**config.mk**
```make
export PLATFORM = sky130hd
export DESIGN_NAME = accumulator
export DESIGN_NICKNAME = d
export VERILOG_FILES = /design/src/hdl/acc_pkg.sv /design/src/hdl/pdp8_isa_pkg.sv /design/src/hdl/acc_regs.sv /design/src/hdl/operate_unit.sv /design/src/hdl/memref_unit.sv /design/src/hdl/eae_unit.sv /design/src/hdl/accumulator.sv
export SDC_FILE = /design/constraint.sdc
export NUM_CORES = 1
export LEC_CHECK = 0
export ABC_AREA = 1
export BUFFER_PORTS_ARGS = -buffer_cell sky130_fd_sc_hd__buf_4
export CAP_MARGIN = 20
export CORE_ASPECT_RATIO = 0.7
export CORE_MARGIN = 5
export CORE_UTILIZATION = 25
export CTS_CLUSTER_SIZE = 12
export DETAILED_ROUTE_END_ITERATION = 10
export SYNTH_ARGS = -nofsm -noshare
export SYNTH_HDL_FRONTEND = slang
export SYNTH_SLANG_ARGS = --single-unit
```
**constraint.sdc**
```tcl
create_clock -name clk -period 2.3 [get_ports clk]
set_input_delay 0.345 -clock clk [delete_from_list [all_inputs] [get_ports clk]]
set_output_delay 0.345 -clock clk [all_outputs]
set_load 0.02 [all_outputs]
```
**src/hdl/acc_pkg.sv**
```systemverilog
// accumulator datapath types: machine word, register set, unit update and sequencer phase
package acc_pkg;

    localparam int WORD_W = 12;  // pdp-8 word

    // bit 0 is the msb, as in the pdp-8 manuals
    typedef logic [0:WORD_W-1] word_t;

    // architectural registers of the accumulator section
    typedef struct packed
    {
        logic  link;  // carry / rotate extension of ac
        word_t ac;
        word_t mq;    // multiplier-quotient
    } acc_state_t;

    // one proposal from a unit to the register set
    typedef struct packed
    {
        logic       we;          // load next_state at the edge
        acc_state_t next_state;
    } acc_update_t;

    // Major-state phases the accumulator reacts to. The sequencer holds each one
    // for a single clock, except EAE1 which repeats while the EAE is busy.
    typedef enum logic [3:0]
    {
        IDLE = 4'd0,
        F1   = 4'd1,  // operate: clears and complements, mq transfers
        F2   = 4'd2,  // operate: iac, group 2 cla
        F3   = 4'd3,  // operate: rotates, osr
        E1   = 4'd4,  // memory operand valid
        E2   = 4'd5,  // and / tad
        E3   = 4'd6,  // dca clear
        EAE0 = 4'd7,  // eae setup
        EAE1 = 4'd8   // eae iteration
    } phase_t;

endpackage

```
**src/hdl/pdp8_isa_pkg.sv**
```systemverilog
// pdp-8/e instruction encodings: opcodes, operate microinstruction bits and mode-A eae codes
package pdp8_isa_pkg;

    // opcode field, bits 0:2
    localparam logic [2:0] OP_AND = 3'o0;
    localparam logic [2:0] OP_TAD = 3'o1;
    localparam logic [2:0] OP_DCA = 3'o3;
    localparam logic [2:0] OP_OPR = 3'o7;

    // operate group select
    localparam int B_GROUP  = 3;   // 0 = group 1
    localparam int B_GROUP3 = 11;  // with B_GROUP set: 1 = group 3, 0 = group 2

    // group 1 (also CLA of group 3)
    localparam int B_CLA     = 4;
    localparam int B_CLL     = 5;
    localparam int B_CMA     = 6;
    localparam int B_CML     = 7;
    localparam int B_ROT_MSB = 8;   // rotate field is bits 8:10
    localparam int B_ROT_LSB = 10;
    localparam int B_IAC     = 11;

    // rotate field codes
    localparam logic [2:0] ROT_BSW = 3'b001;
    localparam logic [2:0] ROT_RAL = 3'b010;
    localparam logic [2:0] ROT_RTL = 3'b011;
    localparam logic [2:0] ROT_RAR = 3'b100;
    localparam logic [2:0] ROT_RTR = 3'b101;

    // group 2 and group 3
    localparam int B_G2_CLA = 4;
    localparam int B_G2_OSR = 9;
    localparam int B_G3_MQA = 5;
    localparam int B_G3_MQL = 7;

    // mode A eae, compared after masking off cla/mqa/sca/mql
    localparam logic [0:11] EAE_MASK = 12'o7417;
    localparam logic [0:11] EAE_MUL  = 12'o7405;
    localparam logic [0:11] EAE_DIV  = 12'o7407;
    localparam logic [0:11] EAE_SHL  = 12'o7413;
    localparam logic [0:11] EAE_ASR  = 12'o7415;
    localparam logic [0:11] EAE_LSR  = 12'o7417;

    localparam logic [4:0] SHIFT_LIMIT = 5'd24;  // count field that saturates
    localparam logic [4:0] MUL_STEPS   = 5'd12;
    localparam logic [4:0] DIV_STEPS   = 5'd12;

endpackage

```
**src/hdl/acc_regs.sv**
```systemverilog
// link, ac and mq register set, loaded from whichever unit offers an update
module acc_regs
    import acc_pkg::*;
(
    input  logic        clk,
    input  logic        reset,
    input  acc_update_t op_update,
    input  acc_update_t mem_update,
    input  acc_update_t eae_update,
    output acc_state_t  regs
);

    always_ff @(posedge clk)
    begin
        if (reset)
        begin
            regs <= '0;
        end
        else if (op_update.we)
        begin
            regs <= op_update.next_state;  // operate phases
        end
        else if (mem_update.we)
        begin
            regs <= mem_update.next_state;  // execute phases
        end
        else if (eae_update.we)
        begin
            regs <= eae_update.next_state;
        end
    end

    // the three units decode disjoint phases, so two writers in a cycle
    // means the sequencer and the unit decoders disagree
    a_single_writer: assert property (
        @(posedge clk) disable iff (reset)
        $onehot0({op_update.we, mem_update.we, eae_update.we})
    )
    else $error("more than one unit writes the accumulator registers");

endmodule

```
**src/hdl/operate_unit.sv**
```systemverilog
// operate microinstruction datapath for groups 1, 2 and 3 over phases F1 to F3
module operate_unit
    import acc_pkg::*;
    import pdp8_isa_pkg::*;
(
    input  phase_t      phase,
    input  word_t       instruction,
    input  word_t       sr,
    input  acc_state_t  cur_state,
    output acc_update_t op_update
);

    logic        is_opr;
    logic        is_grp1;
    logic        is_grp2;
    logic        is_grp3;
    logic [0:12] inc_sum;  // link:ac + 1
    word_t       g3_ac;    // ac after the group 3 cla

    assign is_opr  = (instruction[0:2] == OP_OPR);
    assign is_grp1 = is_opr && !instruction[B_GROUP];
    assign is_grp2 = is_opr && instruction[B_GROUP] && !instruction[B_GROUP3];
    assign is_grp3 = is_opr && instruction[B_GROUP] && instruction[B_GROUP3];

    assign inc_sum = {cur_state.link, cur_state.ac} + 13'd1;
    assign g3_ac   = instruction[B_CLA] ? '0 : cur_state.ac;

    always_comb
    begin
        op_update.we         = 1'b0;
        op_update.next_state = cur_state;
        case (phase)
            F1:
            begin
                if (is_grp1)
                begin
                    op_update.we = 1'b1;
                    // clears act before complements
                    if (instruction[B_CLA])
                        op_update.next_state.ac = '0;
                    if (instruction[B_CLL])
                        op_update.next_state.link = 1'b0;
                    if (instruction[B_CMA])
                        op_update.next_state.ac = ~op_update.next_state.ac;
                    if (instruction[B_CML])
                        op_update.next_state.link = ~op_update.next_state.link;
                end
                else if (is_grp3)
                begin
                    // mqa+mql is swp, cla+mql is cam, cla+mqa is acl
                    op_update.we            = 1'b1;
                    op_update.next_state.ac = (instruction[B_G3_MQA] ? cur_state.mq : '0) |
                                              (instruction[B_G3_MQL] ? '0 : g3_ac);
                    if (instruction[B_G3_MQL])
                        op_update.next_state.mq = g3_ac;  // ac moves into mq
                end
            end
            F2:
            begin
                if (is_grp1)
                begin
                    op_update.we = 1'b1;
                    if (instruction[B_IAC])
                        {op_update.next_state.link, op_update.next_state.ac} = inc_sum;
                end
                else if (is_grp2)
                begin
                    op_update.we = 1'b1;
                    if (instruction[B_G2_CLA])
                        op_update.next_state.ac = '0;  // ahead of osr in F3
                end
            end
            F3:
            begin
                if (is_grp1)
                begin
                    op_update.we = 1'b1;
                    case (instruction[B_ROT_MSB:B_ROT_LSB])
                        ROT_BSW: op_update.next_state.ac = {cur_state.ac[6:11], cur_state.ac[0:5]};
                        ROT_RAL: {op_update.next_state.link, op_update.next_state.ac} =
                                     {cur_state.ac, cur_state.link};
                        ROT_RTL: {op_update.next_state.link, op_update.next_state.ac} =
                                     {cur_state.ac[1:11], cur_state.link, cur_state.ac[0]};
                        ROT_RAR: {op_update.next_state.link, op_update.next_state.ac} =
                                     {cur_state.ac[11], cur_state.link, cur_state.ac[0:10]};
                        ROT_RTR: {op_update.next_state.link, op_update.next_state.ac} =
                                     {cur_state.ac[10:11], cur_state.link, cur_state.ac[0:9]};
                        default: ;  // no rotate
                    endcase
                end
                else if (is_grp2)
                begin
                    op_update.we = 1'b1;
                    if (instruction[B_G2_OSR])
                        op_update.next_state.ac = cur_state.ac | sr;
                end
            end
            default: ;
        endcase
    end

endmodule

```
**src/hdl/memref_unit.sv**
```systemverilog
// memory reference execute datapath for and, tad and dca
module memref_unit
    import acc_pkg::*;
    import pdp8_isa_pkg::*;
(
    input  logic        clk,
    input  logic        reset,
    input  phase_t      phase,
    input  word_t       instruction,
    input  word_t       mdout,
    input  acc_state_t  cur_state,
    output acc_update_t mem_update
);

    word_t       operand;   // memory word captured in E1
    logic [0:12] tad_sum;   // carry:sum

    always_ff @(posedge clk)
    begin
        if (phase == E1)
            operand <= mdout;
    end

    assign tad_sum = {1'b0, cur_state.ac} + {1'b0, operand};

    always_comb
    begin
        mem_update.we         = 1'b0;
        mem_update.next_state = cur_state;
        if ((phase == E2) && (instruction[0:2] == OP_AND))
        begin
            mem_update.we            = 1'b1;
            mem_update.next_state.ac = cur_state.ac & operand;
        end
        else if ((phase == E2) && (instruction[0:2] == OP_TAD))
        begin
            mem_update.we              = 1'b1;
            mem_update.next_state.ac   = tad_sum[1:12];
            mem_update.next_state.link = cur_state.link ^ tad_sum[0];  // carry flips link
        end
        else if ((phase == E3) && (instruction[0:2] == OP_DCA))
        begin
            mem_update.we            = 1'b1;
            mem_update.next_state.ac = '0;  // memory side stores ac
        end
    end

    // the operand register is only valid if E1 came right before
    a_e2_after_e1: assert property (
        @(posedge clk) disable iff (reset)
        (phase == E2) |-> ($past(phase) == E1)
    )
    else $error("execute phase E2 without a preceding E1");

endmodule

```
**src/hdl/eae_unit.sv**
```systemverilog
// mode-A extended arithmetic element: multiply, divide and shifts with a step counter
module eae_unit
    import acc_pkg::*;
    import pdp8_isa_pkg::*;
(
    input  logic        clk,
    input  logic        reset,
    input  phase_t      phase,
    input  word_t       instruction,
    input  word_t       mdout,
    input  acc_state_t  cur_state,
    output acc_update_t eae_update,
    output logic        eae_busy
);

    word_t       eae_code;     // instruction with non-eae bits masked
    logic [4:0]  sc;           // step counter
    logic [4:0]  sc_next;
    logic        busy_next;
    logic [4:0]  shift_field;  // count field of the operand
    word_t       mul_addend;
    logic [0:12] mul_sum;
    logic [0:13] div_trial;    // borrow in bit 0
    logic        div_ovf;

    assign eae_code    = instruction & EAE_MASK;
    assign shift_field = mdout[7:11];

    // multiply adds mdout when the low multiplier bit is set
    assign mul_addend = cur_state.mq[11] ? mdout : '0;
    assign mul_sum    = {1'b0, cur_state.ac} + {1'b0, mul_addend};

    // restoring divide, trial subtract of the divisor from ac:mq[0]
    assign div_trial = {1'b0, cur_state.ac, cur_state.mq[0]} - {2'b00, mdout};
    assign div_ovf   = (cur_state.ac >= mdout);

    always_comb
    begin
        eae_update.we         = 1'b0;
        eae_update.next_state = cur_state;
        sc_next               = sc;
        busy_next             = eae_busy;
        case (phase)
            EAE0:
            begin
                case (eae_code)
                    EAE_MUL:
                    begin
                        eae_update.we              = 1'b1;
                        eae_update.next_state.link = 1'b0;
                        sc_next                    = MUL_STEPS;
                        busy_next                  = 1'b1;
                    end
                    EAE_DIV:
                    begin
                        eae_update.we = 1'b1;
                        if (div_ovf)
                        begin
                            eae_update.next_state.link = 1'b1;  // quotient too big
                        end
                        else
                        begin
                            eae_update.next_state.link = 1'b0;
                            sc_next                    = DIV_STEPS;
                            busy_next                  = 1'b1;
                        end
                    end
                    EAE_SHL, EAE_ASR, EAE_LSR:
                    begin
                        eae_update.we = 1'b1;
                        if (shift_field >= SHIFT_LIMIT)
                        begin
                            // everything shifted out, only the sign is left
                            if ((eae_code == EAE_ASR) && cur_state.ac[0])
                                eae_update.next_state = '1;
                            else
                                eae_update.next_state = '0;
                        end
                        else
                        begin
                            // asr shifts the sign in through the link
                            eae_update.next_state.link = (eae_code == EAE_ASR) ?
                                                         cur_state.ac[0] : 1'b0;
                            sc_next                    = shift_field + 5'd1;
                            busy_next                  = 1'b1;
                        end
                    end
                    default: ;
                endcase
            end
            EAE1:
            begin
                if (eae_busy)
                begin
                    eae_update.we = 1'b1;
                    sc_next       = sc - 5'd1;
                    if (sc == 5'd1)
                        busy_next = 1'b0;  // last step
                    case (eae_code)
                        EAE_MUL:
                            {eae_update.next_state.ac, eae_update.next_state.mq} =
                                {mul_sum, cur_state.mq[0:10]};
                        EAE_DIV:
                        begin
                            if (!div_trial[0])
                            begin
                                eae_update.next_state.ac = div_trial[2:13];
                                eae_update.next_state.mq = {cur_state.mq[1:11], 1'b1};
                            end
                            else
                            begin
                                eae_update.next_state.ac = {cur_state.ac[1:11], cur_state.mq[0]};
                                eae_update.next_state.mq = {cur_state.mq[1:11], 1'b0};
                            end
                        end
                        EAE_SHL:
                            eae_update.next_state = {cur_state.ac, cur_state.mq, 1'b0};
                        EAE_ASR, EAE_LSR:
                            {eae_update.next_state.ac, eae_update.next_state.mq} =
                                {cur_state.link, cur_state.ac, cur_state.mq[0:10]};
                        default: ;
                    endcase
                end
            end
            default: ;
        endcase
    end

    always_ff @(posedge clk)
    begin
        if (reset)
        begin
            sc       <= '0;
            eae_busy <= 1'b0;
        end
        else
        begin
            sc       <= sc_next;
            eae_busy <= busy_next;
        end
    end

    // the sequencer only enters EAE1 after a setup in EAE0
    a_busy_from_setup: assert property (
        @(posedge clk) disable iff (reset)
        $rose(eae_busy) |-> ($past(phase) == EAE0)
    )
    else $error("eae_busy rose outside the EAE0 setup phase");

endmodule

```
**src/hdl/accumulator.sv**
```systemverilog
// accumulator section top: register set plus operate, memory reference and eae units
module accumulator
    import acc_pkg::*;
(
    input  logic       clk,
    input  logic       reset,
    input  phase_t     phase,
    input  word_t      instruction,
    input  word_t      mdout,
    input  word_t      sr,
    output acc_state_t regs,
    output logic       eae_busy
);

    acc_state_t  cur_state;  // register contents fed back to the units
    acc_update_t op_update;
    acc_update_t mem_update;
    acc_update_t eae_update;

    assign regs = cur_state;

    acc_regs u_regs (
        .clk        (clk),
        .reset      (reset),
        .op_update  (op_update),
        .mem_update (mem_update),
        .eae_update (eae_update),
        .regs       (cur_state)
    );

    operate_unit u_operate (
        .phase       (phase),
        .instruction (instruction),
        .sr          (sr),
        .cur_state   (cur_state),
        .op_update   (op_update)
    );

    memref_unit u_memref (
        .clk         (clk),
        .reset       (reset),
        .phase       (phase),
        .instruction (instruction),
        .mdout       (mdout),
        .cur_state   (cur_state),
        .mem_update  (mem_update)
    );

    eae_unit u_eae (
        .clk         (clk),
        .reset       (reset),
        .phase       (phase),
        .instruction (instruction),
        .mdout       (mdout),
        .cur_state   (cur_state),
        .eae_update  (eae_update),
        .eae_busy    (eae_busy)
    );

endmodule

```
After elaboration in Yosys (flattened, before gate mapping) --
Cells that the tools add are included.
Word-level totals: input bits 42, logic and storage cells 165, memories kept 0, bits in read-only memories 0, bits in latches 0, register bits 43, RAM bits 0
Cells by class: div/mod/pow operators 0, equality and inequality tests 56, multipliers 0, muxes and demuxes 66, bitwise gates (word level) 6, shift-type cells 0, magnitude comparators 2, reductions and logical operators 23, add/sub/neg operators 6
Operators with widths (number):
- two-way mux 12 bit | 19
- two-way mux 25 bit | 4
- two-way mux 24 bit | 4
- one-hot mux 24 bit (4 select lines) | 1
- one-hot mux 12 bit (5 select lines) | 1
- one-hot mux 26 bit (2 select lines) | 1
- one-hot mux 14 bit (3 select lines) | 1
- == test 8 bit, second input constant | 5
- adder 12 x 12 -> 13 bit | 2
- two-way mux 26 bit | 1
- two-way mux 1 bit | 24
- OR 12 bit | 2
- inequality test 3 x 2 -> 1 bit, second input constant | 7
- inequality test 4 x 3 -> 1 bit, second input constant | 5
- == test 4 x 3 -> 1 bit, second input constant | 4
- two-way mux 5 bit | 3
- one-hot mux 5 bit (3 select lines) | 1
- AND reduction 14 bit | 1
- subtractor 13 x 12 -> 14 bit | 1
- adder 13 x 1 -> 13 bit, second input constant | 1
- two-way mux 13 bit | 1
- AND reduction 13 bit | 1
- AND 12 bit | 1
- >= comparator 12 bit | 1
- 41 further kinds | 67

Logic depth before layout (Yosys ltp) --
depth in word-level cells 10, mapped depth 20, gate-level depth less buffers 20

By module --
Synthesis repeated with hierarchy kept, for this count alone.
Unflattened totals: cells, all modules 1855, area, all modules 10038.4 µm²
By module, submodules not included:
- eae_unit | area each 3691.0 µm², cells an instance 718, seq. area each 120.1 µm², times used 1
- operate_unit | area each 2546.2 µm², cells an instance 544, seq. area each 0.0 µm², times used 1
- acc_regs | area each 2219.6 µm², cells an instance 352, seq. area each 500.5 µm², times used 1
- memref_unit | area each 1581.5 µm², cells an instance 241, seq. area each 360.3 µm², times used 1

Least setup slack after synthesis --
Ideal clock, no wire load.
kind reg-to-reg, start point register u_regs.regs[13] (netlist name), end point register u_regs.regs[19] (netlist name), path buffers 1, required time 2168 ps, library setup time 132 ps, slack -96 ps, stages on the path, launching flop included 18, arrival time 2264 ps, path through dfxtp_1 > clkbuf_2 > inv_1 > fa_1 > inv_1 > nand2_1 > nand2_1 > nand2_1 > nand2_1 > nand3_1 > nand3_1 > nand2_1 > o21ai_0 > inv_1 > nand2_1 > nand3_1 > nand2_1 > a21oi_1
Between the ends: cells in the longest elaborated chain, start to end 8, elaborated cells on any way between the ends 18
RTL lines:
- subtractor 13 x 12 -> 14 bit | RTL line eae_unit.sv:34 | assign div_trial = {1'b0, cur_state.ac, cur_state.mq[0]} - {2'b00, mdout};
- two-way mux 24 bit | RTL line eae_unit.sv:105 | if (!div_trial[0])
- one-hot mux 24 bit (4 select lines) | RTL line eae_unit.sv:99 | case (eae_code)
- two-way mux 26 bit | RTL line eae_unit.sv:93 | if (eae_busy)
- one-hot mux 26 bit (2 select lines) | RTL line eae_unit.sv:43 | case (phase)
- two-way mux 25 bit | RTL line acc_regs.sv:27 | else if (eae_update.we)
- two-way mux 25 bit | RTL line acc_regs.sv:23 | else if (mem_update.we)
- two-way mux 25 bit (*) | RTL line acc_regs.sv:19 | else if (op_update.we)
Every way passes the cells marked *; elsewhere a longest branch is shown, timed or not. The select of a mux whose other input is x is not followed. A chain may end at the register's enable or synchronous reset.

Final worst setup path --
start point register u_regs.regs[17] (netlist name), end point register u_regs.regs[0] (netlist name)
Between the ends: cells in the longest elaborated chain, start to end 8
RTL lines (RTL line):
- subtractor 13 x 12 -> 14 bit | eae_unit.sv:34
- two-way mux 24 bit | eae_unit.sv:105
- one-hot mux 24 bit (4 select lines) | eae_unit.sv:99
- two-way mux 26 bit | eae_unit.sv:93
- one-hot mux 26 bit (2 select lines) | eae_unit.sv:43
- two-way mux 25 bit | acc_regs.sv:27
- two-way mux 25 bit | acc_regs.sv:23
- two-way mux 25 bit | acc_regs.sv:19
Every way passes these cells. The select of a mux whose other input is x is not followed.

==> key figures <==
Detailed routing
  – DRC violation count after routing: 0
  – Routed WL per cell: about 17 µm
  – Violation count after the first detailed-routing iteration: around 1200
  – Via-to-Cell Ratio: slightly above 5
  – Remaining antenna violation count: 0
  – Number of vias after detailed routing: 9261
  – Detailed Routing Iterations Pass 1: 6
  – Post-Route WL: between 30 and 40 mm

Synthesis
  – Instance count of the mapped netlist: 1259
  – Synthesized Nets: ~1400
  – Share of flip-flops with an asynchronous set or reset after synthesis: 0
  – Combined area of all synthesized cells: 7100 µm²
  – Part of the Yosys area used for sequential elements: 0.138
  – Primary flip-flop cell chosen by synthesis mapping: dfxtp_1
  – Post-Syn Area per Cell: 5.64 µm²
  – Synthesis Warnings: 0
  – Count of flip-flops with a built-in enable after synthesis: 12
  – Post-synthesis cell type count: 54
  – Number of storage elements in the synthesis netlist: 43

Timing
  – Final count of negative-setup-slack endpoints: 0
  – Hold Violations, Final: 0
  – Fin. max-slew vios: 0
  – TNS Setup: 0 ns
  – Fin crit period: 2.21 ns
  – Upper clock frequency limit: 452 MHz
  – Worst Max-Slew Pin Slew: 0.809 ns
  – Final critical-path share of the clock period: 0.963
  – RSZ-0062 raised after global routing: yes
  – Worst rel slew slack: 0.460
  – Clock tree skew after final layout: 0.0133 ns

Cells and area
  – Proportion of layout cells with a drive suffix above 1: 0.223
  – Final antenna diode count: 0
  – Final Instance Count excl. Fillers: approximately 1800
  – Most common cell after layout, fill and taps aside: nand2_1
  – Number of nets in the finished design: ~1500
  – Layout-stage area growth over the synthesis result: 31.3%
  – Leading cell types in the layout, fill and taps excluded: 312 x nand2_1, 200 x buf_4, 173 x inv_1

Power
  – Worst vdd ir: roughly 250 µV
  – Switching Fraction: 0.340
  – Sequential power share: 0.340
  – Clock network fraction of design power: 0.379
  – Overall power: ~2.4 mW
  – Lkg Pwr: between 4 and 5 nW
  – Switching power of the nets: around 0.81 mW
  – Internal power of the cells: 1.57 mW
  – Power density of the placed cells: 255 nW/µm²
  – Fraction of power consumed by combinational cells: 0.281

Placement
  – GPL Wtd Cong: 0.979
  – Number of buffer cells added on primary ports: 67
  – Cell total after placement: 1786
  – Detailed placement HPWL: approximately 25 mm

Clock network
  – Clk pin slew, worst setup/hold paths: 0.08 ns
  – Max H-tree Level: 2
  – TritonCTS clock tree: done
  – Later-pin clock latency in the skew report: 0.32 ns
  – Number of buffers added to fix hold violations after cts: 0
  – Buffer depth of the longest clock path: 2
  – Clock buffer count from CTS: 5
  – Sink Count: 43
  – Clk root buf: clkbuf_16

Floorplan
  – Number of ports placed on the die boundary: 68
  – Die span in x: 211 µm
  – Die Area: 31900 µm²
  – Height of the die: approximately 150 µm
  – Floorplan row count: 51
  – Effective utilization at floorplan: 0.254
  – Core Region: 27900 µm²

Global route
  – Overall fraction of global-route tracks in use: 0.189
  – Met1 layer usage reported by global route: 0.295
  – First-pass GRT wire length: approximately 48 mm
  – Met2 capacity usage during global routing: 0.268
  – Number of global-route vias before repair: 8536
  – Antenna violations before repair: 0
  – Maximum number of pins on one net before global-route repair: 38
  – Busiest layer in global routing: met1
  – Congestion Overflow GR: 0
  – Global routing met3 resource utilization: 0.0360

Setup path
  – Worst reg-to-reg path cell count: 14
  – Maximum fanout along the worst path: 6
  – Critical path class: flop to flop
  – CP arrival: between 2 and 2.5 ns
  – Critical path endpoint category: flop
  – CP startpoint kind: flop
  – Crit path required time: about 2.5 ns

Status
  – Outcome: completed

Min path
  – Class of the tightest hold or removal check: primary input to flop
  – Hold-critical path depth: 1

Run
  – Max-cap violation count: 0
## cell usage after synthesis, types with 2 or more instances
master	n	area (µm²)
a211oi_1	3	22.5
a21oi_1	65	325
a22oi_1	5	37.5
a31oi_1	3	18.8
and2_1	2	12.5
buf_1	2	7.51
buf_2	12	60.1
buf_6	4	45.0
clkbuf_1	25	93.8
dfxtp_1	31	621
edfxtp_1	12	360
fa_1	3	60.1
ha_1	52	651
inv_1	176	661
inv_2	9	33.8
nand2_1	326	1220
nand2_2	13	81.3
nand2_4	2	22.5
nand3_1	122	611
nand3b_1	2	15.0
nand4_1	23	144
nor2_1	144	541
nor2_2	6	37.5
nor2_4	2	22.5
nor2_8	2	40.0
nor3_1	12	60.1
o211a_1	2	20.0
o211ai_1	16	120
o21a_1	2	15.0
o21ai_0	73	365
o21ai_1	22	110
o21ai_2	2	17.5
o21bai_1	3	22.5
o221ai_1	11	96.3
o22ai_1	28	175
o31ai_1	2	15.0
or2_2	3	18.8
xnor2_1	3	26.3
xor2_1	19	166
## registers in the layout (all words and copies together) (netlist names)
signal,count
u_regs.regs,25
u_memref.operand,12
u_eae.eae_busy,1
u_eae.sc,5
## final timing paths
| kind | endpoint | slack [ns] | start |
|---|---|---|---|
| max | u_regs.regs[0] | 0.09 | u_regs.regs[17] |
| min | u_memref.operand[6] | 0.23 | mdout[6] |
| max reg2reg | u_regs.regs[0] | 0.09 | u_regs.regs[17] |
| min reg2reg | u_eae.eae_busy | 0.49 | u_eae.eae_busy |
## metal layers
metal	up-vias	part of all wire
li1	4495	-
met1	4256	0.49
met2	482	0.40
met3	28	0.099
met4	0	0.010
met5	-	0
## power groups by stage
stage | combinational [mW] | sequential, mW | clock (mW)
CTS | 0.639 | 0.807 | 0.919
floorplan | 0.327 | 0.830 | 0
global placement | 0.629 | 0.824 | 0
finish | 0.668 | 0.808 | 0.899
global route | 0.729 | 0.809 | 0.940
detailed placement | 0.635 | 0.824 | 0
## area by class of cell
| type | instances | area, µm² |
|---|---|---|
| clock inverters | 1 | 30.0 |
| well taps | 371 | 464 |
| multi-input cells | 984 | 5400 |
| inverters | 187 | 706 |
| repair buffers | 205 | 1580 |
| clock buffers | 7 | 133 |
| flip-flops and latches | 43 | 996 |
| fillers | 3064 | 18600 |
## cell families after synthesis
group,share of synthesized area
buf+inv,0.130
compound gates,0.198
simple gates,0.407
flops,0.138
fa+ha+maj,0.100
xor+xnor,0.0272
## critical path, cell delays in order (launching register included)
cell	delay [ns]
dfxtp_2	0.36
ha_1	0.30
buf_4	0.14
nand2_2	0.08
nor2_2	0.13
inv_1	0.06
nor2_2	0.11
nand2_2	0.08
nand2_4	0.13
nand2_4	0.09
buf_4	0.14
o21ai_0	0.08
nand2_1	0.09
o211a_1	0.13
a21oi_2	0.19
## what timing repair did
action,in CTS,in global routing
gates resized for setup,6,71
setup buffers,0,4
pin swaps,0,14
setup endpoints to repair,5,20
## per-stage QoR
| step | area (µm²) | util | setup WS (ns) | hold WS, ns |
|---|---|---|---|---|
| 6_report | 9320 | 0.334 | 0.0856 | 0.229 |
| 5_1_grt | 9320 | 0.334 | -0.0394 | 0.225 |
| 4_1_cts | 9080 | 0.325 | 0.00125 | 0.224 |
| 3_5_place_dp | 8900 | 0.319 | -0.275 | 0.474 |
| 3_3_place_gp | 8900 | 0.319 | -0.277 | 0.476 |
| 2_1_floorplan | 7100 | - | 0.0250 | 0.423 |
Note: power is estimated with default switching activity, not from simulation.
